[config.mk]
export PLATFORM = sky130hd
export DESIGN_NAME = block_buffer
export DESIGN_NICKNAME = d
export VERILOG_FILES = /design/src/design/cost_types_pkg.sv /design/src/design/block_buffer.sv
export VERILOG_INCLUDE_DIRS = /design/src /design/src/design
export SDC_FILE = /design/constraint.sdc
export NUM_CORES = 1
export LEC_CHECK = 0
export BUFFER_PORTS_ARGS = -buffer_cell sky130_fd_sc_hd__buf_2
export CORE_MARGIN = 1
export CORE_UTILIZATION = 30
export CTS_BUF_LIST = sky130_fd_sc_hd__clkbuf_8
export CTS_CLUSTER_SIZE = 28
export DETAILED_ROUTE_END_ITERATION = 12
export PLACE_DENSITY = 0.59
export SKIP_CTS_REPAIR_TIMING = 1
export SLEW_MARGIN = 15
export SYNTH_ARGS = -nofsm -noshare
export SYNTH_HDL_FRONTEND = slang
export SYNTH_SLANG_ARGS = --single-unit
[constraint.sdc]
create_clock -name clk -period 1.7 [get_ports clk]
set_input_delay 0.425 -clock clk [delete_from_list [all_inputs] [get_ports clk]]
set_output_delay 0.425 -clock clk [all_outputs]
set_load 0.02 [all_outputs]
[src/design/cost_settings.svh]
// Cost engine settings
`ifndef COST_SETTINGS_SVH
`define COST_SETTINGS_SVH

// Block geometry
`define COST_BLOCK_SIZE 4
`define COST_NPOS       16

// --------------------
// Data widths
`define COST_PIXEL_W    8
`define COST_WEIGHT_W   16
`define COST_SUM_W      32
`define COST_IDX_W      4

`endif

[src/design/cost_types_pkg.sv]
// Cost engine data types
`include "cost_settings.svh"

package cost_types_pkg;

    // Single pixel, unsigned
    typedef logic [`COST_PIXEL_W-1:0] pixel_t;

    // Pixel c at bits 8c+7..8c
    typedef logic [`COST_BLOCK_SIZE*`COST_PIXEL_W-1:0] row_t;

    // Position 4r+c holds row r, column c
    typedef logic [`COST_NPOS*`COST_PIXEL_W-1:0] block_t;

    // --------------------
    // Weights
    typedef logic signed [`COST_WEIGHT_W-1:0] weight_t;
    typedef logic [`COST_NPOS*`COST_WEIGHT_W-1:0] weight_vec_t;
    typedef logic [$clog2(`COST_NPOS)-1:0] wgt_addr_t;

    // --------------------
    // Results
    typedef logic [`COST_SUM_W-1:0] cost_t;
    typedef logic [`COST_IDX_W-1:0] cand_idx_t;

endpackage

[src/design/block_buffer.sv]
// Four-row block buffer
`timescale 1ns/1ps
`include "cost_settings.svh"

module block_buffer (
    input  logic                   clk,
    input  logic                   rst_n,
    input  logic                   row_capture_i,
    input  cost_types_pkg::row_t   row_data_i,
    output cost_types_pkg::block_t block_o
);

    cost_types_pkg::block_t block_q;

    // --------------------
    // Row shift register
    // New rows enter at the top, so after four captures
    // the first row sits at positions 0 to 3
    always_ff @(posedge clk or negedge rst_n) begin
        if (!rst_n) begin
            block_q <= '0;
        end else if (row_capture_i) begin
            block_q <= {
                row_data_i,
                block_q[`COST_NPOS*`COST_PIXEL_W-1:`COST_BLOCK_SIZE*`COST_PIXEL_W]
            };
        end
    end

    assign block_o = block_q;

endmodule

== After elaboration in Yosys (flattened, before gate mapping) ==
Cells that the tools add are included.
Storage, ports and cells
  bits in registers: 128
  input bits: 35

== Depth between registers and ports, before layout ==
  depth after elaboration: 0
  gate-level depth with buffers: 3
  depth with buffers taken out: 1

== Worst setup path before layout ==
OpenSTA, ideal clock, no wires.
  path type: in2reg
  start: input port row_capture_i
  end: register block_q[100], in the netlist block_o[100]
  library setup time: 0.125 ns
  data arrival time: 1.038 ns
  path slack: 0.537 ns
  stages on the path: 3
  path through: buf_6 -> clkbuf_8 -> mux2_2
RTL lines
  start: declaration: RTL line block_buffer.sv:8  | input logic row_capture_i,
  end signal: assignment: RTL line block_buffer.sv:23  | block_q <= {
  end: declaration: RTL line block_buffer.sv:13  | cost_types_pkg::block_t block_q;
No word-level cell between the ends.

== Worst setup path in the final report ==
  start: register block_q[124], in the netlist block_o[124]
  end: output port block_o[124]
RTL lines
  end: declaration: RTL line block_buffer.sv:10  | output cost_types_pkg::block_t block_o
No word-level cell between the ends.

==> flow_summary_export.csv <==
group,metric,value,unit
run_status,status,"finished, final reports clean",
grt,grt_pass1_vias,2940,
worst_setup_path,cp.required,1.27,ns
logic_synthesis,synth_top_cell_by_area,"dfrtp_1",
sta,hold_violations,0,
detailed_routing,viasPerCell,4.31,
cts,clk_latency,0.44,ns
power_and_ir_drop,ir_drop,0.000567,V
detailed_routing,drt_wl_total,9390,um
detailed_routing,drcViolationCount,0,
power_and_ir_drop,p_leak,0.00292,uW
cts,cts_tree,"done",
grt,track_usage,12.0,%
finish,post-route-util,40.4,%
run,cap_violations,0,
sta,setup_viol,0,
logic_synthesis,syn_area,4820,um2
detailed_routing,ant_nets,0,
finish,seq_area,3200,um2
sta,worst_slew_pin_slew,0.385,ns
logic_synthesis,ys_warn_count,0,
sta,fin_ws,0.260,ns
finish,areaGrowthSynthToFinish,29.3,%
cts,cts_max_level,4,
sta,finClkSkew,0.00863,ns
detailed_routing,num_vias,2891,
die,die_x,129,um
grt,grt_max_degree,50,
die,die_area,16600,um2
die,core.rowCount,45,
grt,antenna_found_initial,0,
worst_setup_path,cp_max_fo,3,
worst_setup_path,worstSetupPathType,"reg2out",
die,die_h,129,um
finish,n_fill_cell,1525,
finish,largest_reg_flops,128,
logic_synthesis,synthCells,270,
die,initial_utilization,31.3,%
cts,clockBufferDepth,2,
sta,fin_crit_sh,84.7,%
sta,timing.slew.headroom,74.3,%
worst_setup_path,crit_chain,"buf_2",
cts,path_clk_slew,0.07,ns
place,portBuffers,162,
logic_synthesis,synth_area_leaders,"dfrtp_1, mux2_2, clkbuf_8",
sta,fmax,0.694,GHz
finish,multi_input_area,1440,um2
cts,numCtsBuffers,17,
worst_setup_path,cp_slowest_cell,"dfrtp_1",
grt,grt_pass1_wl,15000,um
worst_setup_path,crit_family,"flip-flops",
die,io_pins,163,
logic_synthesis,synth_top_area_share,66.4,%
worst_setup_path,cp.arrival,1.02,ns
place,dp_hpwl,6460,um
detailed_routing,routedWlPerCell,14.0,um
cts,root_buffer,"clkbuf_8",
place,gp_congestion,0.681,
sta,drv_slew,0,
die,core_area,15400,um2
cts,cts_num_sinks,128,
logic_synthesis,synth_seq_cells,128,
logic_synthesis,ys_seq_area_share,66.4,%
hold_path,hp-class,"in2reg",
worst_setup_path,start_kind,"flip-flop",
detailed_routing,drt_iter0_drc,113,
worst_setup_path,timing.critical_path.buf_inv,1,
grt,overflow,0,
logic_synthesis,postSynthAreaPerCell,17.9,um2
power_and_ir_drop,power.total,8460,uW
sta,rsz0062_at_grt,"false",
detailed_routing,dr.pass1.iters,2,
finish,nets,481,
finish,drive_gt1_share,71.5,%
logic_synthesis,synth.net_count,305,
power_and_ir_drop,p_per_area,1360,nW/um2
sta,period_needed,1.44,ns
worst_setup_path,cpPeakStageDelay,0.41,ns
finish,n_antenna_cell,0,
logic_synthesis,yosysUniqueCellTypes,4,
worst_setup_path,crit_path_end_kind,"primary output",
sta,tns,0,ns
place,pre_cts_ws,0.268,ns
## cells in the mapped netlist
cell type	n
dfrtp_1	128
mux2_2	128
clkbuf_8	8
buf_6	6
## through the flow
stage / hold WS (ns) / instance area (um2) / std cells
3_5_place_dp: 0.373 / 5830 / 637
6_report: 0.215 / 6240 / 670
5_1_grt: 0.174 / 6240 / 670
3_3_place_gp: 0.369 / 5830 / 637
4_1_cts: -0.127 / 6230 / 669
2_1_floorplan: 0.129 / 4820 / 270
## worst paths after layout
| kind | start | to | slack, ns | depth (start not counted) |
|---|---|---|---|---|
| max in group asynchronous | rst_n | block_o[32] | 0.65 | 3 |
| worst max-delay path | block_o[124] | block_o[124] | 0.26 | 1 |
| min in group asynchronous | rst_n | block_o[19] | 0.46 | 2 |
| worst min register to register | block_o[26] | block_o[26] | 0.50 | 1 |
| worst max register to register | block_o[56] | block_o[56] | 0.90 | 1 |
| worst min-delay path | row_data_i[22] | block_o[118] | 0.22 | 2 |
## layout by cell type (no fill, tap or decap)
master	n
dlygate4sd3_1	1
buf_2	160
inv_1	2
dfrtp_1	128
bufinv_16	2
clkinvlp_4	4
mux2_2	128
clkbuf_8	20
buf_4	6
buf_12	4
clkinv_2	4
## power by group
part / leakage (uW) / internal (uW) / total (uW) / switching, uW
combinational: 0.00122 / 832 / 1970 / 1140
sequential: 0.00150 / 3570 / 3920 / 345
clock: 0.000199 / 1400 / 2570 / 1170
total: 0.00292 / 5800 / 8460 / 2650
## per-layer routing
metal  GRT usage (%)  vias up  routed length [um]  share of wire (%)
met1            14.5     1464                4090                 44
met5               0        -                   0                  0
li1                -     1312                   -                  -
met4            5.61        0                 131                1.4
met2            18.2      105                4460                 47
met3            5.61       10                 714                7.6
## final cells by class
type,count,share of cell area (%)
clock inverter,12,1.89
sequential,128,51.4
timing repair buffer,171,15.0
tap,211,4.23
multi-input combinational,128,23.1
clock buffer,20,4.41
## cells by family after synthesis
group	Yosys count	share of synthesized area, %
buffers and inverters	14	3.68
flip-flops	128	66.4
multiplexers	128	29.9
Note: power is estimated with default switching activity, not from simulation.
