File: config.mk
export PLATFORM = sky130hd
export DESIGN_NAME = seq_counter
export DESIGN_NICKNAME = d
export VERILOG_FILES = /design/src/design/cost_types_pkg.sv /design/src/design/seq_counter.sv
export VERILOG_INCLUDE_DIRS = /design/src /design/src/design
export SDC_FILE = /design/constraint.sdc
export NUM_CORES = 1
export LEC_CHECK = 0
export BUFFER_PORTS_ARGS = -buffer_cell sky130_fd_sc_hd__buf_2
export CAP_MARGIN = 20
export CORE_AREA = 3 3 40 42
export CTS_BUF_LIST = sky130_fd_sc_hd__clkbuf_4
export DETAILED_ROUTE_END_ITERATION = 10
export DIE_AREA = 0 0 43 45
export RECOVER_POWER = 25
export SLEW_MARGIN = 20
export SYNTH_ARGS = -nofsm -noshare
export SYNTH_HDL_FRONTEND = slang
export SYNTH_SLANG_ARGS = --single-unit
File: constraint.sdc
create_clock -name clk -period 2.6 [get_ports clk]
set_input_delay 0.26 -clock clk [delete_from_list [all_inputs] [get_ports clk]]
set_output_delay 0.26 -clock clk [all_outputs]
set_load 0.1 [all_outputs]
File: src/design/cost_settings.svh
// Cost engine settings
`ifndef COST_SETTINGS_SVH
`define COST_SETTINGS_SVH

// Block geometry
`define COST_BLOCK_SIZE 4
`define COST_NPOS       16

// --------------------
// Data widths
`define COST_PIXEL_W    8
`define COST_WEIGHT_W   16
`define COST_SUM_W      32
`define COST_IDX_W      4

`endif

File: src/design/cost_types_pkg.sv
// Cost engine data types
`include "cost_settings.svh"

package cost_types_pkg;

    // Single pixel, unsigned
    typedef logic [`COST_PIXEL_W-1:0] pixel_t;

    // Pixel c at bits 8c+7..8c
    typedef logic [`COST_BLOCK_SIZE*`COST_PIXEL_W-1:0] row_t;

    // Position 4r+c holds row r, column c
    typedef logic [`COST_NPOS*`COST_PIXEL_W-1:0] block_t;

    // --------------------
    // Weights
    typedef logic signed [`COST_WEIGHT_W-1:0] weight_t;
    typedef logic [`COST_NPOS*`COST_WEIGHT_W-1:0] weight_vec_t;
    typedef logic [$clog2(`COST_NPOS)-1:0] wgt_addr_t;

    // --------------------
    // Results
    typedef logic [`COST_SUM_W-1:0] cost_t;
    typedef logic [`COST_IDX_W-1:0] cand_idx_t;

endpackage

File: src/design/seq_counter.sv
// Row and candidate counters
`timescale 1ns/1ps
`include "cost_settings.svh"

module seq_counter (
    input  logic                     clk,
    input  logic                     rst_n,
    input  logic                     row_capture_i,
    input  logic                     best_update_i,
    input  logic                     best_clear_i,
    output logic                     row_full_o,
    output cost_types_pkg::cand_idx_t cand_idx_o,
    output logic                     cand_last_o
);

    logic [1:0]                row_cnt_q;
    logic                      row_full_q;
    cost_types_pkg::cand_idx_t cand_idx_q;

    always_ff @(posedge clk or negedge rst_n) begin
        if (!rst_n) begin
            row_cnt_q  <= '0;
            row_full_q <= 1'b0;
            cand_idx_q <= '0;
        end else if (best_clear_i) begin
            row_cnt_q  <= '0;
            row_full_q <= 1'b0;
            cand_idx_q <= '0;
        end else begin
            // Row count wraps after the fourth row
            if (row_capture_i) begin
                row_cnt_q <= row_cnt_q + 2'd1;
                if (row_cnt_q == 2'(`COST_BLOCK_SIZE - 1)) begin
                    row_full_q <= 1'b1;
                end
            end
            // Scored block is consumed by the update
            if (best_update_i) begin
                row_full_q <= 1'b0;
                cand_idx_q <= cand_idx_q + 1'b1;
            end
        end
    end

    assign row_full_o  = row_full_q;
    assign cand_idx_o  = cand_idx_q;
    assign cand_last_o = (cand_idx_q == '1);

endmodule

**After elaboration in Yosys (flattened, before gate mapping)**

Index checks and enable logic that the tools add are counted.

- Flip-flop bits (word level): 7
- Bits of input ports: 5
- Output and inout bits: 6
- Logic and storage cells: 20

- Add/sub/neg operators: 2
- Eq/ne operators: 2
- Multiplexer cells: 8
- Reductions and logical operators: 5

Operators by type and width:

| cell | count |
|---|---|
| $mux 4 | 2 |
| $reduce_bool 3->1 | 2 |
| $add 4x1->4 const B | 1 |
| $eq 4x4->1 const B | 1 |
| $mux 1 | 4 |
| $mux 2 | 2 |
| $reduce_bool 2->1 | 2 |
| $add 2x1->2 const B | 1 |
| $eq 2x2->1 const B | 1 |
| $reduce_and 2->1 | 1 |

**Logic depth before layout (Yosys ltp)**

- Word-level depth: 5
- Mapped depth: 3

**Least setup slack after synthesis**

OpenSTA, ideal clock, no wires.

- Path kind: register to output
- Start: reg cand_idx_q[0], in the netlist cand_idx_o[0]
- End: out cand_last_o
- Arrival: 2.087 ns
- Slack: 0.253 ns
- Cell stages (with the launch flop): 3
- Path through: dfrtp_1 ha_1 and3_1

- Word-level cells in the longest chain between the ends: 1

RTL lines:

| element | line | source |
|---|---|---|
| start: declaration | seq_counter.sv:18 | `cost_types_pkg::cand_idx_t cand_idx_q;` |
| start signal: assignment | seq_counter.sv:40 | `cand_idx_q <= cand_idx_q + 1'b1;` |
| $eq 4x4->1 | seq_counter.sv:47 | `assign cand_last_o = (cand_idx_q == '1);` |
| end: declaration | seq_counter.sv:13 | `output logic cand_last_o` |

Every way passes these cells.

**Worst setup path in the final report**

Ends and elaborated chain as after synthesis.

==> flow_summary.json <==
{
  "status": "finished, final reports clean",
  "design.die.area_um2": 1940,
  "nNetsFinal": 50,
  "hold_viol_final": 0,
  "routedWlPerCell_um": 10.8,
  "clk_latency_ps": 250,
  "htreeDepth": 1,
  "setup_viol": 0,
  "drv_cap": 0,
  "slew_viol_final": 0,
  "max_slew_margin": 0.678,
  "arrival_ps": 1500,
  "path_class": "reg2out",
  "ys_seq_elements": 7,
  "grt_max_degree": 9,
  "core_area_um2": 1280,
  "crit_fanout": 4,
  "p_leak_nw": 0.238,
  "grt_pass1_vias": 253,
  "start_kind": "flip-flop",
  "yosysUniqueCellTypes": 15,
  "layout-drive-gt1-share": 0.357,
  "avgSynthCellArea_um2": 12.2,
  "die_x_um": 43,
  "tns_ps": 0,
  "irDropWorstVdd_mv": 0.369,
  "gp_congestion": 0.661,
  "rows": 13,
  "grt_antenna_before_repair": 0,
  "cts-root-buf": "clkbuf_4",
  "final_cell_mix": "buf_2, dfrtp_1, nor2_1",
  "initialDrtViolationCount": 2,
  "yosysWarnings": 0,
  "tightest_slew_ps": 486,
  "ant_nets": 0,
  "n_antenna_cell": 0,
  "final_common_cell": "buf_2",
  "cts_tree": "built",
  "ctsLongestPathBuffers": 2,
  "vias": 257,
  "portBuffers": 10,
  "cts_setup_buffers": 0,
  "finish.utilization": 0.347,
  "routed_wl_um": 617,
  "grt_pass1_wl_mm": 1.16,
  "dr.pass1.iters": 2,
  "required_ps": 2340,
  "synthCells": 29,
  "min_period_over_period": 0.675,
  "fmax_mhz": 570,
  "rsz0062_at_grt": "false",
  "netlist_area_um2": 354,
  "vias_per_cell": 4.51,
  "cts.sinks": 7,
  "grt-ovfl-total": 0,
  "die_y_um": 45,
  "end_kind": "output port",
  "clock_skew_ps": 0.137,
  "power_density_nw_per_um2": 645,
  "rrSetupSlack_ps": 1540,
  "cts.clk_slew.worst_paths_ps": 50,
  "fillCellCount": 131,
  "drc": 0,
  "post-route-min-period_ps": 1760,
  "synth_nets": 36,
  "track_usage": 0.0881,
  "start_util": 0.276,
  "holdCritPathClass": "in2reg",
  "io_pins": 11,
  "cts_buffers": 3,
  "syn2layout_area_growth_pct": 25.8,
  "ys_seq_area_frac": 0.495
}
-- per-layer routing --
| metal | wire, um | global-route usage | vias up | share of wire |
|---|---|---|---|---|
| met5 | 0 | 0 | - | 0 |
| met4 | 29 | 0.108 | 0 | 0.047 |
| met3 | 40 | 0.0398 | 4 | 0.065 |
| met2 | 290 | 0.111 | 7 | 0.47 |
| met1 | 257 | 0.0985 | 121 | 0.42 |
| li1 | - | - | 125 | - |
-- timing repair --
action	in CTS	in global routing
endpoints found under the hold margin	7	0
resized for setup	0	0
hold buffers	1	0
-- cells in the mapped netlist --
| master | n | area share |
|---|---|---|
| dfrtp_1 | 7 | 0.49 |
| nor2_1 | 5 | 0.053 |
| a21oi_1 | 2 | 0.028 |
| ha_1 | 2 | 0.071 |
| mux2i_1 | 2 | 0.057 |
| xnor2_1 | 2 | 0.049 |
| a21bo_1 | 1 | 0.028 |
| and3_1 | 1 | 0.018 |
| buf_2 | 1 | 0.014 |
| buf_6 | 1 | 0.032 |
| mux2_4 | 1 | 0.042 |
| nand3b_1 | 1 | 0.021 |
| nand4_4 | 1 | 0.060 |
| nor2b_1 | 1 | 0.018 |
| nor3_1 | 1 | 0.014 |
-- final cells by class --
cell class,instances,area (um^2),area share
timing repair buffer,11,58.8,0.132
multi-input combinational,20,163,0.365
tap,15,18.8,0.0421
clock buffer,4,30.0,0.0674
sequential,7,175,0.393
-- metrics by stage --
step	setup WS, ps	std cells	hold slack (ps)	total power [mW]	cell area, um^2
6_report	845	57	263	0.287	445
5_1_grt	770	57	270	0.306	445
4_1_cts	829	57	250	0.295	447
3_5_place_dp	1110	52	103	0.177	407
3_3_place_gp	1140	52	102	0.176	407
2_1_floorplan	253	29	-35.6	0.166	354
-- path summary, 6_finish.rpt --
path                       cells after the start                 startpoint                   endpoint
max reg2reg                                    3  cand_idx_o[0]$_DFFE_PN0P_  cand_idx_o[1]$_DFFE_PN0P_
min in group asynchronous                      2                      rst_n  cand_idx_o[3]$_DFFE_PN0P_
min                                            2               best_clear_i  cand_idx_o[2]$_DFFE_PN0P_
min reg2reg                                    2   row_cnt_q[1]$_DFFE_PN0P_   row_cnt_q[1]$_DFFE_PN0P_
max in group asynchronous                      2                      rst_n   row_cnt_q[1]$_DFFE_PN0P_
max                                            3  cand_idx_o[0]$_DFFE_PN0P_                cand_last_o
-- worst max-delay path: stages (launching register included) --
cell and delay (ps):
dfrtp_1 450, ha_1 220, and3_1 150, buf_2 420
-- power by group --
group	leakage [nW]	switching (mW)	internal, mW
Clock	0.0184	0.0424	0.0691
Combinational	0.125	0.0387	0.0143
Sequential	0.0948	0.00766	0.115
Total	0.238	0.0888	0.199
-- cells by family (layout without fill, tap and decap cells) --
logic type               after synthesis  in the layout  synth area share
adder cells (fa/ha/maj)                2              2            0.0707
AO/OA/AOI/OAI                          3              3            0.0565
XOR/XNOR                               2              2            0.0495
multiplexers                           3              3            0.0989
AND/OR/NAND/NOR                       10             10             0.184
flip-flops                             7              7             0.495
buffers and inverters                  2             15            0.0459
-- state kept, by name (all words and copies together) (netlist names) --
name and count:
cand_idx_o 4, row_cnt_q 2, row_full_o 1
Note: power is estimated with default switching activity, not from simulation.
