$ cat src/design/cost_settings.svh
// Cost engine settings
`ifndef COST_SETTINGS_SVH
`define COST_SETTINGS_SVH

// Block geometry
`define COST_BLOCK_SIZE 4
`define COST_NPOS       16

// --------------------
// Data widths
`define COST_PIXEL_W    8
`define COST_WEIGHT_W   16
`define COST_SUM_W      32
`define COST_IDX_W      4

`endif

$ cat src/design/cost_types_pkg.sv
// Cost engine data types
`include "cost_settings.svh"

package cost_types_pkg;

    // Single pixel, unsigned
    typedef logic [`COST_PIXEL_W-1:0] pixel_t;

    // Pixel c at bits 8c+7..8c
    typedef logic [`COST_BLOCK_SIZE*`COST_PIXEL_W-1:0] row_t;

    // Position 4r+c holds row r, column c
    typedef logic [`COST_NPOS*`COST_PIXEL_W-1:0] block_t;

    // --------------------
    // Weights
    typedef logic signed [`COST_WEIGHT_W-1:0] weight_t;
    typedef logic [`COST_NPOS*`COST_WEIGHT_W-1:0] weight_vec_t;
    typedef logic [$clog2(`COST_NPOS)-1:0] wgt_addr_t;

    // --------------------
    // Results
    typedef logic [`COST_SUM_W-1:0] cost_t;
    typedef logic [`COST_IDX_W-1:0] cand_idx_t;

endpackage

$ cat src/design/best_tracker.sv
// Minimum cost tracker
`timescale 1ns/1ps

module best_tracker (
    input  logic                      clk,
    input  logic                      rst_n,
    input  logic                      best_update_i,
    input  logic                      best_clear_i,
    input  cost_types_pkg::cost_t     calc_cost_i,
    input  cost_types_pkg::cand_idx_t cand_idx_i,
    output cost_types_pkg::cost_t     best_cost_o,
    output cost_types_pkg::cand_idx_t best_idx_o
);

    cost_types_pkg::cost_t     best_cost_q;
    cost_types_pkg::cand_idx_t best_idx_q;
    // Set once the first candidate has loaded
    logic                      valid_q;
    logic                      take_new;

    // Strictly smaller wins, so ties keep the earlier index
    assign take_new = !valid_q || (calc_cost_i < best_cost_q);

    always_ff @(posedge clk or negedge rst_n) begin
        if (!rst_n) begin
            best_cost_q <= '0;
            best_idx_q  <= '0;
            valid_q     <= 1'b0;
        end else if (best_clear_i) begin
            best_cost_q <= '0;
            best_idx_q  <= '0;
            valid_q     <= 1'b0;
        end else if (best_update_i && take_new) begin
            best_cost_q <= calc_cost_i;
            best_idx_q  <= cand_idx_i;
            valid_q     <= 1'b1;
        end
    end

    assign best_cost_o = best_cost_q;
    assign best_idx_o  = best_idx_q;

endmodule

$ cat config.mk
export PLATFORM = sky130hd
export DESIGN_NAME = best_tracker
export DESIGN_NICKNAME = d
export VERILOG_FILES = /design/src/design/cost_types_pkg.sv /design/src/design/best_tracker.sv
export VERILOG_INCLUDE_DIRS = /design/src /design/src/design
export SDC_FILE = /design/constraint.sdc
export NUM_CORES = 1
export LEC_CHECK = 0
export BUFFER_PORTS_ARGS = -buffer_cell sky130_fd_sc_hd__buf_2
export CAP_MARGIN = 20
export CORE_MARGIN = 2
export CORE_UTILIZATION = 47
export CTS_CLUSTER_SIZE = 20
export DETAILED_ROUTE_END_ITERATION = 6
export MAX_ROUTING_LAYER = met4
export PLACE_DENSITY_LB_ADDON = 0.12
export REMOVE_ABC_BUFFERS = 1
export SLEW_MARGIN = 20
export SYNTH_ARGS = -nofsm -noshare
export SYNTH_HDL_FRONTEND = slang
export SYNTH_SLANG_ARGS = --single-unit
export TNS_END_PERCENT = 50
$ cat constraint.sdc
create_clock -name clk -period 2 [get_ports clk]
set_input_delay 0.2 -clock clk [delete_from_list [all_inputs] [get_ports clk]]
set_output_delay 0.2 -clock clk [all_outputs]
set_load 0.03 [all_outputs]
# ---- After elaboration in Yosys (flattened, before gate mapping)
# Cells that the tools add are included.
dict set report classes {
  n_lt_le_gt_ge 1
  shifts 0
  add_sub_neg 0
  n_eq_ne 0
  n_reduce_logical 4
  div 0
  n_mul 0
  bitwise_logic 0
  muxes 6
}
# operator n
set ops {}
lappend ops {{$mux 32} 2}
lappend ops {{$lt 32x32->1} 1}
lappend ops {{$mux 4} 2}
lappend ops {{$mux 1} 2}
lappend ops {{$reduce_bool 2->1} 1}
lappend ops {{$logic_and 1x1->1} 1}
lappend ops {{$logic_not 1->1} 1}
lappend ops {{$logic_or 1x1->1} 1}
dict set report totals {
  ramBits 0
  mem_count 0
  elab_cells 14
  rom_bits 0
  latchBits 0
  reg_bits 37
}

# ---- Depth between registers and ports, before layout
# Gate-level depths: netlist (run 1).
dict set report depth {
  ltp_word 5
  ltp_mapped 10
  depth_no_buf 8
}

# ---- Worst setup path after synthesis (run 1)
# Ideal clock, no wire load.
dict set report synth_timing {
  path_kind {register to register}
  start {register best_cost_q[14] (netlist: best_cost_o[14])}
  end {register best_cost_q[0] (netlist: best_cost_o[0])}
  path_buffers 2
  setup_slack_ns -0.274
  path_stages_with_launch 11
  arrival_ns 2.194
  t_required_ns 1.921
  path_cell_list {dfrtp_1 -> inv_1 -> ha_1 -> a21oi_1 -> nand2_1 -> a221oi_1 -> nor2_1 -> nor4_2 -> buf_6 -> buf_12 -> mux2i_1}
}
dict set report synth_via {
  elab_chain_cells 4
}
# element line
set synth_lines {}
lappend synth_lines {{start: declaration} best_tracker.sv:15} ;# cost_types_pkg::cost_t best_cost_q;
lappend synth_lines {{start signal: assignment} best_tracker.sv:34} ;# best_cost_q <= calc_cost_i;
lappend synth_lines {{$lt 32x32->1} best_tracker.sv:22} ;# assign take_new = !valid_q || (calc_cost_i < best_cost_q);
lappend synth_lines {{$logic_or 1x1->1} best_tracker.sv:22}
lappend synth_lines {{$logic_and 1x1->1} best_tracker.sv:33} ;# end else if (best_update_i && take_new) begin
lappend synth_lines {{$reduce_bool 2->1 (no source line)} n/a}
# No other way between the ends.
# A chain may end at the register's enable or synchronous reset.

# ---- Worst setup path in the final report (run 1)
dict set report layout_timing {
  start {register best_cost_q[1] (netlist: best_cost_o[1])}
  end {register best_idx_q[3] (netlist: best_idx_o[3])}
}
dict set report layout_via {
  elab_chain_cells 4
}
# element line
set layout_lines {}
lappend layout_lines {{$lt 32x32->1} best_tracker.sv:22}
lappend layout_lines {{$logic_or 1x1->1} best_tracker.sv:22}
lappend layout_lines {{$logic_and 1x1->1} best_tracker.sv:33}
lappend layout_lines {{$reduce_bool 2->1 (no source line)} n/a}
lappend layout_lines {{end signal: assignment} best_tracker.sv:35} ;# best_idx_q <= cand_idx_i;
lappend layout_lines {{end: declaration} best_tracker.sv:16} ;# cost_types_pkg::cand_idx_t best_idx_q;
# No other way between the ends.

==> results of run 1 <==
power by group through the flow:
stage / Clock, uW / Sequential (uW) / Combinational [uW]
final: 522 / 831 / 778
after global routing: 569 / 838 / 859
after CTS: 534 / 830 / 730
after detailed placement: 0 / 844 / 646
after global placement: 0 / 843 / 637
after floorplan: 0 / 954 / 272
cells by family (layout without fill, tap and decap cells):
kind of cell / count (synthesis) / in the layout / share of synthesized area [%]
buf+inv: 43 / 164 / 8.19
mux: 36 / 36 / 13.6
flops: 37 / 37 / 34.8
simple gates: 105 / 105 / 23.9
fa+ha+maj: 31 / 31 / 14.6
compound gates: 23 / 23 / 4.94
metrics by stage:
step                setup slack, ps  cells  power (uW)  utilization, %  instance area, um2
floorplan                     -2790    263        1230               -                2560
global placement               -199    449        1480            61.0                3340
detailed placement             -220    449        1490            61.0                3340
CTS                            -122    463        2090            66.5                3640
global route                   -269    468        2270            69.1                3780
finish                         -178    468        2130            69.1                3780
metal layers:
metal	GRT usage [%]	up-vias	wire, um
met1	26.0	1007	2790
li1	-	1146	-
met4	5.86	0	128
met5	-	-	0
met2	36.0	53	2890
met3	3.86	12	263
path summary, 6_finish.rpt:
kind | from | end | slack (ps) | depth (start not counted)
setup / recovery | best_cost_o[1] | best_idx_o[3] | -180 | 9
hold / removal | rst_n | best_cost_o[21] | 8 | 1
setup reg to reg | best_cost_o[1] | best_idx_o[3] | -180 | 9
hold reg to reg | valid_q | valid_q | 540 | 2
max in group asynchronous | rst_n | best_idx_o[0] | 1460 | 1
min in group clk | cand_idx_i[1] | best_idx_o[1] | 160 | 3
worst max-delay path, cell delays in order (launching register included):
cell      delay, ps
dfrtp_1         360
inv_1            50
ha_1            260
a2111o_1        400
a31oi_4         230
nor3_4           70
nor4_4          170
buf_6           190
buf_12          150
mux2i_2         200
cells in the final DEF (no fill, tap or decap), types with 3 or more instances in the layout:
cell type,count
nor2_1,5
clkbuf_1,3
clkbuf_8,5
inv_2,4
a21oi_1,8
buf_4,43
inv_1,27
ha_4,10
buf_2,75
o21ai_1,3
a21oi_2,5
nand3_1,3
nand2_1,11
dfrtp_1,37
mux2i_1,35
ha_1,21
nand2b_1,71
flip-flops by register name, indices dropped and copies added, names as in the netlist:
signal,cells
valid_q,1
best_idx_o,4
best_cost_o,32
final cells by class:
class	instances	area, um2	share of cell area [%]
clock buffer	8	80.1	2.12
inverter	31	116	3.08
multi-input combinational	195	1710	45.3
sequential	37	926	24.5
tap	72	90.1	2.38
timing repair buffer	125	855	22.6
synthesized netlist by cell type:
library cell / count
nand2b_1: 71
dfrtp_1: 37
mux2i_1: 36
ha_1: 31
inv_1: 31
a21oi_1: 13
nand2_1: 12
clkbuf_1: 8
nor2_1: 6
buf_12: 3
nand3_1: 3
nor3_1: 3
o21ai_0: 3
nor4_2: 2
o21ai_1: 2
or2b_1: 2
a2111o_1: 1
a21boi_1: 1
a221oi_1: 1
a22oi_1: 1
a31oi_1: 1
and4_1: 1
buf_6: 1
nand2_2: 1
nand2b_4: 1
nand4_1: 1
nand4_2: 1
or3_1: 1
repair_timing:
| action | in CTS | in global routing |
|---|---|---|
| gates cloned | 2 | 2 |
| pin swaps | 8 | 11 |
| resized for setup | 24 | 12 |
| endpoints found under the setup margin | 36 | 36 |
| buffers inserted | 4 | 3 |
==> flow_summary.toml, run 1 <==
[power]
p_leak_uw = 0.00187
intPower_uw = 1420
ir_drop_uv = 335
p_clk_share_pct = 24.5
switching_share_pct = 33.2
power_frac_comb_pct = 36.5
power.switching_uw = 708
power_density_nw_per_um2 = 564
p_seq_share_pct = 39.0

[floorplanning]
die_h_um = 79.2
fp-row-count = 27
die_w_um = 79.2
ioPinCount = 76
dieArea_um2 = 6280
core_area_um2 = 5470
initial_core_util_pct = 48.6

[cells_and_area]
layout.nets = 466
antennaDiodeCount = 0
syn_to_final_growth_pct = 42.2
n_fill_cell = 461
drive_above_1_share_pct = 40.7

[setup_path]
startpoint_type = "register"
required_ps = 2210
path_max_fanout = 7
crit_path_end_kind = "register"
crit_arrival_ps = 2390
crit_type = "reg2reg"

[yosys]
yosysUniqueCellTypes = 28
syn-cell-area_um2 = 2660
syn_area_per_cell_um2 = 9.67
ys_seq_elements = 37
syn_inst = 275
yosysSeqAreaShare_pct = 34.8
synth.area.top_cells = "dfrtp_1 35%, nand2b_1 17%, ha_1 15%"
synth.top_cell.area_share_pct = 34.8
yosysTopAreaCell = "dfrtp_1"
yosysWarnings = 0

[drt]
ant_nets = 0
initialDrtViolationCount = 41
via_per_inst = 4.74
vias = 2218
wl_per_cell_um = 13.0
remaining_drc_errors = 0
dr.pass1.iters = 4
wl_mm = 6.07

[sta]
worst-slew-pin-transition_ps = 841
finalSetupViolCount = 36
finClkSkew_ps = 5.67
timing.hold.ws_ps = 8.22
setup_tns_ps = -5050
slew_violations = 0
rsz0062_at_grt = "true"
maxSlewHeadroom_pct = 43.9
min_period_ps = 2180
finalWorstSetupSlack_ps = -178
finalCritPeriodShare_pct = 109
clock.fmax_mhz = 459
hold_violations = 0

[placement]
dp_hpwl_mm = 4.05
port_buffers = 75
gp_congestion = 0.770

[clocking]
clk_pin_slew_ps = 80
clk_latency_ps = 290
cts_root_buffer = "clkbuf_8"
numCtsBuffers = 5
cts.sinks = 37
cts.htree.levels = 2
cts_tree = "built"
cts_buffer_depth = 2
cts_hold_buf = 0

[grt]
grt_max_degree = 38
grt_pass1_vias = 2256
grt_pass1_wl_mm = 10.1
grtUsageTotal_pct = 21.2
antenna_found_initial = 0
overflow = 0

[run]
drv_cap = 0

[run_status]
failed_checks = "negative setup slack"
status = "complete, but fails checks"

[worst_hold_path]
hold_path.class = "in2async"
Power figures use the tool's default switching activity.
==> run 2, diff against run 1 <==
Settings changed: RECOVER_POWER set to 25.
==> run 2 against run 1 <==
The flow still finishes with violations (negative setup slack). Hold slack better by 31 ps. Total power is essentially flat. Wire length hardly changed. Cell count is the same. Critical path depth unchanged. Global-route usage is the same. Register-to-register slack barely moved. Sequential cell count is the same. Critical endpoint unchanged. Largest cell class unchanged.
==> flow_summary.toml, run 2 (synthesized netlist as in run 1, its figures left out) <==
[clocking]
cts_root_buffer = "clkbuf_8"
clk_pin_slew_ps = 80
cts.sinks = 37
cts_buffer_depth = 2
cts.htree.levels = 2
cts_tree = "built"
numCtsBuffers = 5
cts_hold_buf = 0
clk_latency_ps = 290

[cells_and_area]
layout.nets = 466
antennaDiodeCount = 0
n_fill_cell = 461
final_common_cell = "buf_2"
layout_common_cells = "74 x buf_2, 71 x nand2b_1, 43 x buf_4"
stdcell_area_um2 = 3780
largest_reg_flops = 32
syn_to_final_growth_pct = 42.2
drive_above_1_share_pct = 40.7

[run]
drv_cap = 0

[drt]
dr.pass1.iters = 4
remaining_drc_errors = 0
wl_per_cell_um = 13.0
wl_mm = 6.07
ant_nets = 0
via_per_inst = 4.74
initialDrtViolationCount = 41
vias = 2218

[setup_path]
path_max_fanout = 7
worst-path-buf-inv = 3
crit_type = "reg2reg"
required_ps = 2210
cp_top_family = "compound AO/OA/AOI/OAI gates"
rr_endpoint = "best_idx_o[3]"
crit_path_end_kind = "register"
path_cells = "inv_1, ha_1, a2111o_1, a31oi_4, nor3_4, nor4_4, buf_6, buf_12, mux2i_2"
reg2reg_depth = 9
slowest_delay_ps = 400
r2r_start = "best_cost_o[1]"
cp_slowest_cell = "a2111o_1"
crit_arrival_ps = 2390
r2r_slack_ps = -180
startpoint_type = "register"

[placement]
port_buffers = 75
post_dp_cell_area_um2 = 3340
dp_hpwl_mm = 4.05
gp_congestion = 0.770

[power]
power_density_nw_per_um2 = 564
ir_drop_uv = 335
total_power_uw = 2130
p_leak_uw = 0.00187

[worst_hold_path]
hold_path.class = "in2async"

[sta]
finalWorstSetupSlack_ps = -178
maxSlewHeadroom_pct = 37.0
finClkSkew_ps = 5.67
min_period_ps = 2180
clock.fmax_mhz = 459
hold_violations = 0
slew_violations = 0
finalSetupViolCount = 36
rsz0062_at_grt = "true"
worst-slew-pin-transition_ps = 946
finalCritPeriodShare_pct = 109

[grt]
grt_max_degree = 38
overflow = 0
grt_pass1_wl_mm = 10.1
grtUsageTotal_pct = 21.2
antenna_found_initial = 0
grt_pass1_vias = 2256

[floorplanning]
die_h_um = 79.2
fp-row-count = 27
initial_core_util_pct = 48.6
core_area_um2 = 5470
ioPinCount = 76
die_w_um = 79.2
dieArea_um2 = 6280

[run_status]
status = "complete, but fails checks"
failed_checks = "negative setup slack"
[run 2: cell count changes in the layout (fill, tap and decap cells not counted), sizes merged]
| cell | change |
|---|---|
| clkbuf | +1 |
| buf | -1 |
[run 2: report_power, final]
part           switching, uW  total [uW]  internal, uW  leakage (uW)
Combinational            404         778           375       0.00134
Sequential              30.9         831           800      0.000494
Clock                    274         522           248     0.0000395
Total                    708        2130          1420       0.00187
[run 2: layout make-up]
type	instances	area (um2)	area share (%)
Tap cell	72	90.1	2.38
Inverter	31	116	3.08
Clock buffer	8	80.1	2.12
Multi-Input combinational cell	195	1710	45.3
Sequential cell	37	926	24.5
Timing Repair Buffer	125	855	22.6
[run 2: per-layer routing]
layer / share of wire [%] / up-vias / global-route usage, % / routed length (um)
met2: 48 / 53 / 36.0 / 2890
met5: 0 / - / - / 0
met3: 4.3 / 12 / 3.86 / 263
li1: - / 1146 / - / -
met4: 2.1 / 0 / 5.86 / 128
met1: 46 / 1007 / 26.0 / 2790
[run 2: worst max-delay path by stage]
stage	startpoint	end	slack (ps)	cells after the start
6_report	best_cost_o[1]	best_idx_o[3]	-180	9
5_1_grt	best_cost_o[1]	best_idx_o[3]	-270	9
4_1_cts	best_cost_o[1]	best_cost_o[15]	-120	9
3_5_place_dp	best_cost_o[14]	best_cost_o[15]	-220	9
3_3_place_gp	best_cost_o[30]	best_cost_o[14]	-200	9
2_1_floorplan	best_cost_o[14]	best_cost_o[0]	-2790	8
[run 2: per-stage QoR]
stage / setup slack [ps] / TNS [ps] / instances / hold WS [ps] / utilization [%]
6_report: -178 / -5050 / 468 / 39.4 / 69.1
2_1_floorplan: -2790 / -100460 / 263 / -95.6 / -
3_5_place_dp: -220 / -7160 / 449 / 364 / 61.0
5_1_grt: -269 / -8510 / 468 / 132 / 69.1
4_1_cts: -122 / -3890 / 463 / 52.3 / 66.5
3_3_place_gp: -199 / -6680 / 449 / 367 / 61.0
[run 2: what timing repair did]
action,4_1_cts,5_1_grt
gates resized for setup,24,12
buffers inserted,4,3
setup endpoints to repair,36,36
gates cloned,2,2
pin swaps,8,11
