## src/design/cost_settings.svh

```systemverilog
// Cost engine settings
`ifndef COST_SETTINGS_SVH
`define COST_SETTINGS_SVH

// Block geometry
`define COST_BLOCK_SIZE 4
`define COST_NPOS       16

// --------------------
// Data widths
`define COST_PIXEL_W    8
`define COST_WEIGHT_W   16
`define COST_SUM_W      32
`define COST_IDX_W      4

`endif

```

## src/design/cost_types_pkg.sv

```systemverilog
// Cost engine data types
`include "cost_settings.svh"

package cost_types_pkg;

    // Single pixel, unsigned
    typedef logic [`COST_PIXEL_W-1:0] pixel_t;

    // Pixel c at bits 8c+7..8c
    typedef logic [`COST_BLOCK_SIZE*`COST_PIXEL_W-1:0] row_t;

    // Position 4r+c holds row r, column c
    typedef logic [`COST_NPOS*`COST_PIXEL_W-1:0] block_t;

    // --------------------
    // Weights
    typedef logic signed [`COST_WEIGHT_W-1:0] weight_t;
    typedef logic [`COST_NPOS*`COST_WEIGHT_W-1:0] weight_vec_t;
    typedef logic [$clog2(`COST_NPOS)-1:0] wgt_addr_t;

    // --------------------
    // Results
    typedef logic [`COST_SUM_W-1:0] cost_t;
    typedef logic [`COST_IDX_W-1:0] cand_idx_t;

endpackage

```

## src/design/weight_table.sv

```systemverilog
// Position weight table
`timescale 1ns/1ps
`include "cost_settings.svh"

module weight_table (
    input  logic                        clk,
    input  logic                        rst_n,
    input  logic                        wgt_we_i,
    input  cost_types_pkg::wgt_addr_t   wgt_addr_i,
    input  cost_types_pkg::weight_t     wgt_data_i,
    output cost_types_pkg::weight_vec_t weights_o
);

    cost_types_pkg::weight_t weights_q [`COST_NPOS];

    // Unit weights give plain SATD
    always_ff @(posedge clk or negedge rst_n) begin
        if (!rst_n) begin
            for (int i = 0; i < `COST_NPOS; i++) begin
                weights_q[i] <= cost_types_pkg::weight_t'(1);
            end
        end else if (wgt_we_i) begin
            weights_q[wgt_addr_i] <= wgt_data_i;
        end
    end

    // Flatten in block position order
    always_comb begin
        for (int i = 0; i < `COST_NPOS; i++) begin
            weights_o[i*`COST_WEIGHT_W +: `COST_WEIGHT_W] = weights_q[i];
        end
    end

endmodule

```

## config.mk

```make
export PLATFORM = sky130hd
export DESIGN_NAME = weight_table
export DESIGN_NICKNAME = d
export VERILOG_FILES = /design/src/design/cost_types_pkg.sv /design/src/design/weight_table.sv
export VERILOG_INCLUDE_DIRS = /design/src /design/src/design
export SDC_FILE = /design/constraint.sdc
export NUM_CORES = 1
export LEC_CHECK = 0
export ABC_AREA = 0
export BUFFER_PORTS_ARGS = -buffer_cell sky130_fd_sc_hd__buf_2
export CAP_MARGIN = 10
export CORE_MARGIN = 2
export CORE_UTILIZATION = 42
export CTS_CLUSTER_DIAMETER = 200
export DETAILED_ROUTE_END_ITERATION = 7
export GPL_TIMING_DRIVEN = 0
export PLACE_DENSITY = 0.67
export SLEW_MARGIN = 20
export SYNTH_ARGS = -nofsm -noshare
export SYNTH_HDL_FRONTEND = slang
export SYNTH_SLANG_ARGS = --single-unit
```

## constraint.sdc

```tcl
create_clock -name clk -period 1.1 [get_ports clk]
set_clock_uncertainty 0.15 [all_clocks]
set_input_delay 0.11 -clock clk [delete_from_list [all_inputs] [get_ports clk]]
set_output_delay 0.11 -clock clk [all_outputs]
set_load 0.02 [all_outputs]
```

Yosys cells after proc, flatten, opt, wreduce, memory -nomap -nowiden

Cells that the tools add are included.

Shift-type cells: 0
Div/mod/pow operators: 0
Bitwise operators: 1
Magnitude comparators: 2
Muxes and demuxes: 3
Add/sub/neg operators: 0
Equality and inequality tests: 0
Multipliers: 0
Reductions and logical operators: 1

Operators with widths:

| kind                                                                          | number |
|---|---|
| 256-bit bitwise mux                                                           | 1 |
| 16-bit demux with 4-bit select                                                | 1 |
| 16-bit two-way mux                                                            | 1 |
| 5-bit greater-or-equal comparator (second input constant)                     | 1 |
| 5-bit by 1-bit less-than comparator with 1-bit output (second input constant) | 1 |
| 4-bit NOT with 5-bit output                                                   | 1 |
| 1-bit logical AND                                                             | 1 |

Flip-flop bits (word level): 256
Output and inout bits: 256
Latch bits: 0
Bits of input ports: 23
Bits in writable memories: 0
Memory bits (read-only): 0
Memories: 0

Longest topological paths before layout

Gate-level depths: netlist (run 1).

Depth in word-level cells: 6
Mapped depth: 5
Mapped depth without buffers: 3

Least setup slack after synthesis (run 1)

OpenSTA, ideal clock, no wires.

Path kind: input to register
Start: input port wgt_addr_i[1]
End: register weights_q, in the netlist weights_o[149]
Stages: 4
Path slack: -335 ps
Setup time: 125 ps
Arrival time: 1,160 ps
Cell sequence: nand2b_1 > nor2_2 > buf_2 > mux2_2

Cells in the longest elaborated chain, start to end: 6

Ends and longest elaborated chain:

| item                                                                                                                             | line               | RTL |
|---|---|---|
| start: declaration                                                                                                               | weight_table.sv:9  | `input cost_types_pkg::wgt_addr_t wgt_addr_i,` |
| 4-bit NOT with 5-bit output (not written as such) *                                                                              | weight_table.sv:23 | `weights_q[wgt_addr_i] <= wgt_data_i;` |
| 5-bit greater-or-equal comparator (not written as such) or 5-bit by 1-bit less-than comparator with 1-bit output (tied branches) | weight_table.sv:23 |  |
| 1-bit logical AND (not written as such)                                                                                          | weight_table.sv:23 |  |
| 16-bit two-way mux (not written as such)                                                                                         | weight_table.sv:23 |  |
| 16-bit demux with 4-bit select *                                                                                                 | weight_table.sv:23 |  |
| 256-bit bitwise mux *                                                                                                            | weight_table.sv:23 |  |
| end signal: indexed assignment                                                                                                   | weight_table.sv:20 | `weights_q[i] <= cost_types_pkg::weight_t'(1);` |
| end signal: indexed assignment                                                                                                   | weight_table.sv:23 |  |
| end: declaration                                                                                                                 | weight_table.sv:14 | `` cost_types_pkg::weight_t weights_q [`COST_NPOS]; `` |

Mark *: on every way between the ends. The rest lies on a longest branch, timed or not.
A chain may end at the register's enable or synchronous reset.

Worst setup path after layout (run 1)

Start: register weights_q, in the netlist weights_o[96]
End: output port weights_o[96]

RTL lines:

| item             | line               | RTL |
|---|---|---|
| end: declaration | weight_table.sv:11 | `output cost_types_pkg::weight_vec_t weights_o` |

No word-level cell between the ends.

==> run_results.csv, run 1 <==
group,metric,value,unit
floorplanning,num_rows,55,
floorplanning,die-area,24600,sq um
final_layout,final_util,69.0,%
timing,worst_pin_slew,0.727,ns
timing,rsz0062_at_grt,"true",
routing,via_count,6579,
worst_setup_path,critical-path-top-delay-family,"flip-flops",
final_layout,final_common_cell,"buf_6",
timing,slew-limit-headroom,51.5,%
clock_tree,numCtsBuffers,27,
floorplanning,core_region_area,22800,sq um
power_and_ir_drop,max-vdd-ir-drop,1.55,mV
routing,vias_per_cell,4.93,
global_route,grt_usage,22.6,%
clock_tree,path_clk_slew,0.06,ns
routing,firstDrtPassIters,4,
flow_run,drv_cap,0,
floorplanning,initial_core_util,43.1,%
routing,drc,0,
worst_setup_path,crit_chain,"buf_6",
worst_setup_path,critical-path-slowest-cell,"dfstp_2",
timing,worst_slack,-0.347,ns
worst_setup_path,cp_max_fo,2,
timing,period_share,132,%
timing,max_freq,691,MHz
clock_tree,cts_tree,"built",
logic_synthesis,syn_nets,596,
routing,ant_nets,0,
timing,setup_viol,267,
worst_setup_path,crit_arrival,1.19,ns
clock_tree,hold_buffers,16,
logic_synthesis,synth_warnings,0,
power_and_ir_drop,p_per_area,2270,nW/um^2
final_layout,largest_reg_flops,256,
global_route,grt_antenna_before_repair,0,
global_route,grt_max_degree,97,
final_layout,fin_cells,1335,
logic_synthesis,syn_area,9820,sq um
floorplanning,ios,279,
timing,hold_viol,120,
run_status,outcome,"complete, but fails checks",
clock_tree,root_buffer,"clkbuf_16",
worst_setup_path,timing.setup.critical_path_class,"reg2out",
worst_setup_path,ff2ff_path_depth,3,
final_layout,drive_gt1_share,72.4,%
final_layout,most-common-layout-cells,"buf_6 (282), dfrtp_1 (240), mux2_2 (175)",
run_status,violations,"negative hold slack, negative setup slack",
placed_design,dp.cells,1166,
global_route,grt_pass1_wl,42400,microns
global_route,overflow,0,
placed_design,globalplace.congestion,0.754,
worst_setup_path,cp-start-kind,"flip-flop",
power_and_ir_drop,leakage,7.54,nW
floorplanning,die_y,157,microns
global_route,grt_pass1_vias,7023,
placed_design,detailed_place_hpwl,17000,microns
logic_synthesis,yosysSeqAreaShare,65.5,%
timing,min_period,1.45,ns
logic_synthesis,ys_ff_latch,256,
routing,drt_wl_total,28300,microns
worst_setup_path,path_depth,1,
final_layout,syn_to_final_growth,60.0,%
timing,holdWs,-0.534,ns
final_layout,final_nets,1025,
routing,wl_per_cell,21.2,microns
final_layout,antennaDiodeCount,0,
clock_tree,htreeDepth,1,
logic_synthesis,postSynthCellCount,573,
logic_synthesis,ys_types,20,
worst_setup_path,worstPathRequired,0.84,ns
clock_tree,cts_buffer_depth,3,
routing,drtIter0Drc,222,
clock_tree,clkSinkCount,256,
worst_setup_path,critical-path-max-stage-delay,0.54,ns
worst_setup_path,cp-end-kind,"output port",
floorplanning,fp.dieW,157,microns
logic_synthesis,syn_avg_cell_area,17.1,sq um
placed_design,io_buffer_count,278,
placed_design,dp_slack,-0.896,ns
hold_path,hold_class,"in2async",
clock_tree,clock_latency,0.53,ns
timing,drv_slew,0,
worst_setup_path,path_buf_inv,1,
-- metal layers --
layer / vias to the layer above / wire, microns / global-route usage [%]
met5: - / 0 / 0
met4: 0 / 1050 / 9.13
met3: 66 / 1760 / 5.73
met2: 222 / 14000 / 36.9
met1: 3403 / 11400 / 28.8
li1: 2888 / - / -
-- per-stage QoR --
step                      instance area, sq um  setup TNS [ns]  power [mW]
final                                    15700          -58.46        35.6
after global routing                     15700          -68.25        37.0
after CTS                                15400          -62.34        35.2
after detailed placement                 12000         -150.84        21.5
after global placement                   11900        -1330.49        21.3
after floorplan                          10100          -36.65        18.2
-- logic make-up after synthesis --
family                 share of synthesized area, %
muxes                                          30.1
DFF                                            65.5
and+or+nand+nor                                1.94
buffers and inverters                          2.46
-- Yosys cell counts --
| master | n | share of area (%) |
|---|---|---|
| nand3b_2 | 1 | 0.11 |
| buf_2 | 8 | 0.41 |
| nand2_1 | 1 | 0.038 |
| mux2_2 | 236 | 27 |
| buf_4 | 6 | 0.46 |
| clkbuf_1 | 16 | 0.61 |
| or3_1 | 2 | 0.13 |
| nand3b_4 | 2 | 0.41 |
| nand2_2 | 1 | 0.064 |
| nor2_2 | 9 | 0.57 |
| dfrtp_1 | 240 | 61 |
| nor2_1 | 1 | 0.038 |
| and2b_1 | 1 | 0.077 |
| nor3b_4 | 1 | 0.19 |
| buf_12 | 2 | 0.41 |
| nand2b_1 | 4 | 0.25 |
| buf_6 | 5 | 0.57 |
| mux2_4 | 20 | 3.1 |
| dfstp_2 | 16 | 4.3 |
| nand3_1 | 1 | 0.051 |
-- cell type report --
| type | instances | area (sq um) |
|---|---|---|
| plain buffers | 37 | 337 |
| multi-input cells | 280 | 3480 |
| clock inverters | 9 | 159 |
| fillers | 1461 | 7070 |
| flip-flops and latches | 256 | 6430 |
| clock buffers | 40 | 795 |
| well taps | 313 | 392 |
| repair buffers | 400 | 4130 |
-- what timing repair did --
action,4_1_cts,5_1_grt
pin swaps,4,3
setup endpoints to repair,346,346
setup buffers,76,35
gates resized for setup,531,24
hold endpoints to repair,200,110
cloned,2,0
-- final timing paths --
check	end	slack (ns)	startpoint
min in group clk	weights_o[47]	-0.05	wgt_addr_i[1]
setup reg to reg	weights_o[78]	-0.08	weights_o[78]
setup / recovery	weights_o[96]	-0.35	weights_o[96]
hold reg to reg	weights_o[20]	0.38	weights_o[20]
max in group asynchronous	weights_o[44]	0.40	rst_n
hold / removal	weights_o[148]	-0.53	rst_n
-- power breakdown --
part	total (mW)	switching (mW)	internal, mW
clock	9.68	3.74	5.94
combinational	12.6	5.44	7.13
sequential	13.4	1.66	11.7
(Power assumes the default switching activity.)
==> run 2, diff against run 1 <==
==> constraint.sdc (replaced) <==
create_clock -name clk -period 1.1 [get_ports clk]
set_clock_uncertainty 0.15 [all_clocks]
set_input_delay 0.22 -clock clk [delete_from_list [all_inputs] [get_ports clk]]
set_output_delay 0.22 -clock clk [all_outputs]
set_load 0.02 [all_outputs]
==> run 2 against run 1 <==
  * The run still ends with negative hold slack, negative setup slack left
  * Hold slack gained 0.14 ns
  * Utilization grew 3.4 points
  * Wire length rose by 7.8%
  * Power grew 3.0%
  * Clock power grew 2.1%
  * Non-clock buffer count grew 55
  * Combinational power grew 6%
  * First-iteration DRC count up 13%
==> run_results.csv, run 2 (synthesized netlist as in run 1, its figures left out) <==
group,metric,value,unit
routing,firstDrtPassIters,4,
clock_tree,cts_buffer_depth,3,
timing,max_freq,639,MHz
hold_path,hold_class,"in2async",
global_route,grt_antenna_before_repair,0,
timing,hold_viol,98,
floorplanning,core_region_area,22800,sq um
global_route,overflow,0,
worst_setup_path,ff2ff_setup_slack,-0.09,ns
final_layout,nFillCells,1364,
worst_setup_path,r2r-end,"weights_o[100]",
final_layout,largest_reg_flops,256,
clock_tree,htreeDepth,1,
timing,worst_pin_slew,0.720,ns
worst_setup_path,worstPathRequired,0.73,ns
timing,rsz0062_at_grt,"true",
placed_design,io_buffer_count,278,
routing,ant_nets,0,
timing,setup_viol,311,
global_route,grt_max_degree,90,
power_and_ir_drop,finalPower,36.7,mW
timing,slew-limit-headroom,52.0,%
floorplanning,die_y,157,microns
routing,drtIter0Drc,251,
placed_design,globalplace.congestion,0.748,
power_and_ir_drop,max-vdd-ir-drop,1.58,mV
worst_setup_path,crit_chain,"buf_6",
timing,holdWs,-0.394,ns
clock_tree,root_buffer,"clkbuf_16",
worst_setup_path,critical-path-top-delay-family,"flip-flops",
routing,drc,0,
clock_tree,clkSinkCount,256,
worst_setup_path,path_buf_inv,1,
clock_tree,clock_latency,0.53,ns
run_status,outcome,"complete, but fails checks",
final_layout,fin_cells,1391,
worst_setup_path,critical-path-max-stage-delay,0.54,ns
final_layout,most-common-layout-cells,"buf_6 (283), dfrtp_1 (240), mux2_2 (140)",
worst_setup_path,crit_arrival,1.20,ns
routing,wl_per_cell,21.9,microns
floorplanning,ios,279,
routing,vias_per_cell,4.88,
floorplanning,fp.dieW,157,microns
floorplanning,num_rows,55,
global_route,grt_pass1_wl,43400,microns
clock_tree,path_clk_slew,0.06,ns
timing,min_period,1.57,ns
flow_run,drv_cap,0,
clock_tree,numCtsBuffers,27,
routing,drt_wl_total,30500,microns
floorplanning,initial_core_util,43.1,%
timing,worst_slack,-0.466,ns
final_layout,final_common_cell,"buf_6",
final_layout,antennaDiodeCount,0,
routing,via_count,6785,
final_layout,final_nets,1080,
power_and_ir_drop,p_per_area,2230,nW/um^2
power_and_ir_drop,leakage,8.03,nW
global_route,grt_usage,23.2,%
worst_setup_path,cp_max_fo,2,
worst_setup_path,worst_r2r_startpoint,"weights_o[100]",
placed_design,detailed_place_hpwl,17300,microns
timing,period_share,142,%
timing,drv_slew,0,
worst_setup_path,ff2ff_path_depth,3,
worst_setup_path,cp-start-kind,"flip-flop",
worst_setup_path,startpoint,"weights_o[192]",
worst_setup_path,cp-end-kind,"output port",
final_layout,syn_to_final_growth,68.0,%
worst_setup_path,path_depth,1,
floorplanning,die-area,24600,sq um
final_layout,fin_area,16500,sq um
placed_design,dp.cells,1167,
run_status,violations,"negative hold slack, negative setup slack",
clock_tree,cts_tree,"built",
final_layout,final_util,72.4,%
worst_setup_path,critical-path-slowest-cell,"dfstp_2",
worst_setup_path,timing.setup.critical_path_class,"reg2out",
placed_design,dpl_cell_area,12100,sq um
final_layout,drive_gt1_share,74.2,%
timing,setup_tns,-89.93,ns
global_route,grt_pass1_vias,7155,
==> run 2: changes by cell type in the layout (fill, tap and decap cells not counted), sizes merged <==
cell         previous run  this run
clkinvlp                0         1
clkinv                  3         4
dlygate4sd3            16        17
inv                     2         1
buf                   403       456
clkbuf                 58        59
==> run 2: repair_timing <==
| action | in CTS | in global routing |
|---|---|---|
| cloned | 2 | 2 |
| hold endpoints to repair | 194 | 103 |
| pin swaps | 9 | 3 |
| buffers inserted | 102 | 63 |
| gates resized for setup | 543 | 50 |
| setup endpoints to repair | 410 | 356 |
| hold buffers | 16 | 5 |
==> run 2: cell type report <==
| cell class | instances | area, sq um | share of cell area, % |
|---|---|---|---|
| Multi-Input combinational cell | 280 | 3620 | 22.0 |
| Timing Repair Buffer | 458 | 4750 | 28.8 |
| Sequential cell | 256 | 6430 | 39.0 |
| Clock inverter | 10 | 156 | 0.948 |
| Buffer | 34 | 325 | 1.97 |
| Tap cell | 313 | 392 | 2.37 |
| Clock buffer | 40 | 825 | 5.00 |
==> run 2: worst max-delay path by stage <==
stage                           to  slack (ns)
floorplan           weights_o[133]       -0.44
global placement     weights_o[59]       -4.98
detailed placement  weights_o[171]       -1.01
CTS                 weights_o[208]       -0.49
global route        weights_o[208]       -0.50
finish              weights_o[192]       -0.47
==> run 2: power breakdown <==
| group | total (mW) | internal [mW] | switching, mW |
|---|---|---|---|
| logic | 13.4 | 7.75 | 5.61 |
| registers | 13.5 | 11.7 | 1.74 |
| clock network | 9.88 | 6.11 | 3.77 |
| total | 36.7 | 25.6 | 11.1 |
==> run 2: stage by stage <==
step	setup WS (ns)	hold slack, ns
4_1_cts	-0.490	-0.665
3_3_place_gp	-4.98	0.333
3_5_place_dp	-1.01	-0.0951
6_report	-0.466	-0.394
2_1_floorplan	-0.441	-0.226
5_1_grt	-0.503	-0.399
==> run 2: metal layers <==
metal | up-vias | wire length (microns) | GRT usage, %
met5 | - | 0 | 0
met4 | 0 | 891 | 6.60
met3 | 50 | 1800 | 5.26
met2 | 231 | 15800 | 39.8
met1 | 3532 | 12000 | 29.4
li1 | 2972 | - | -
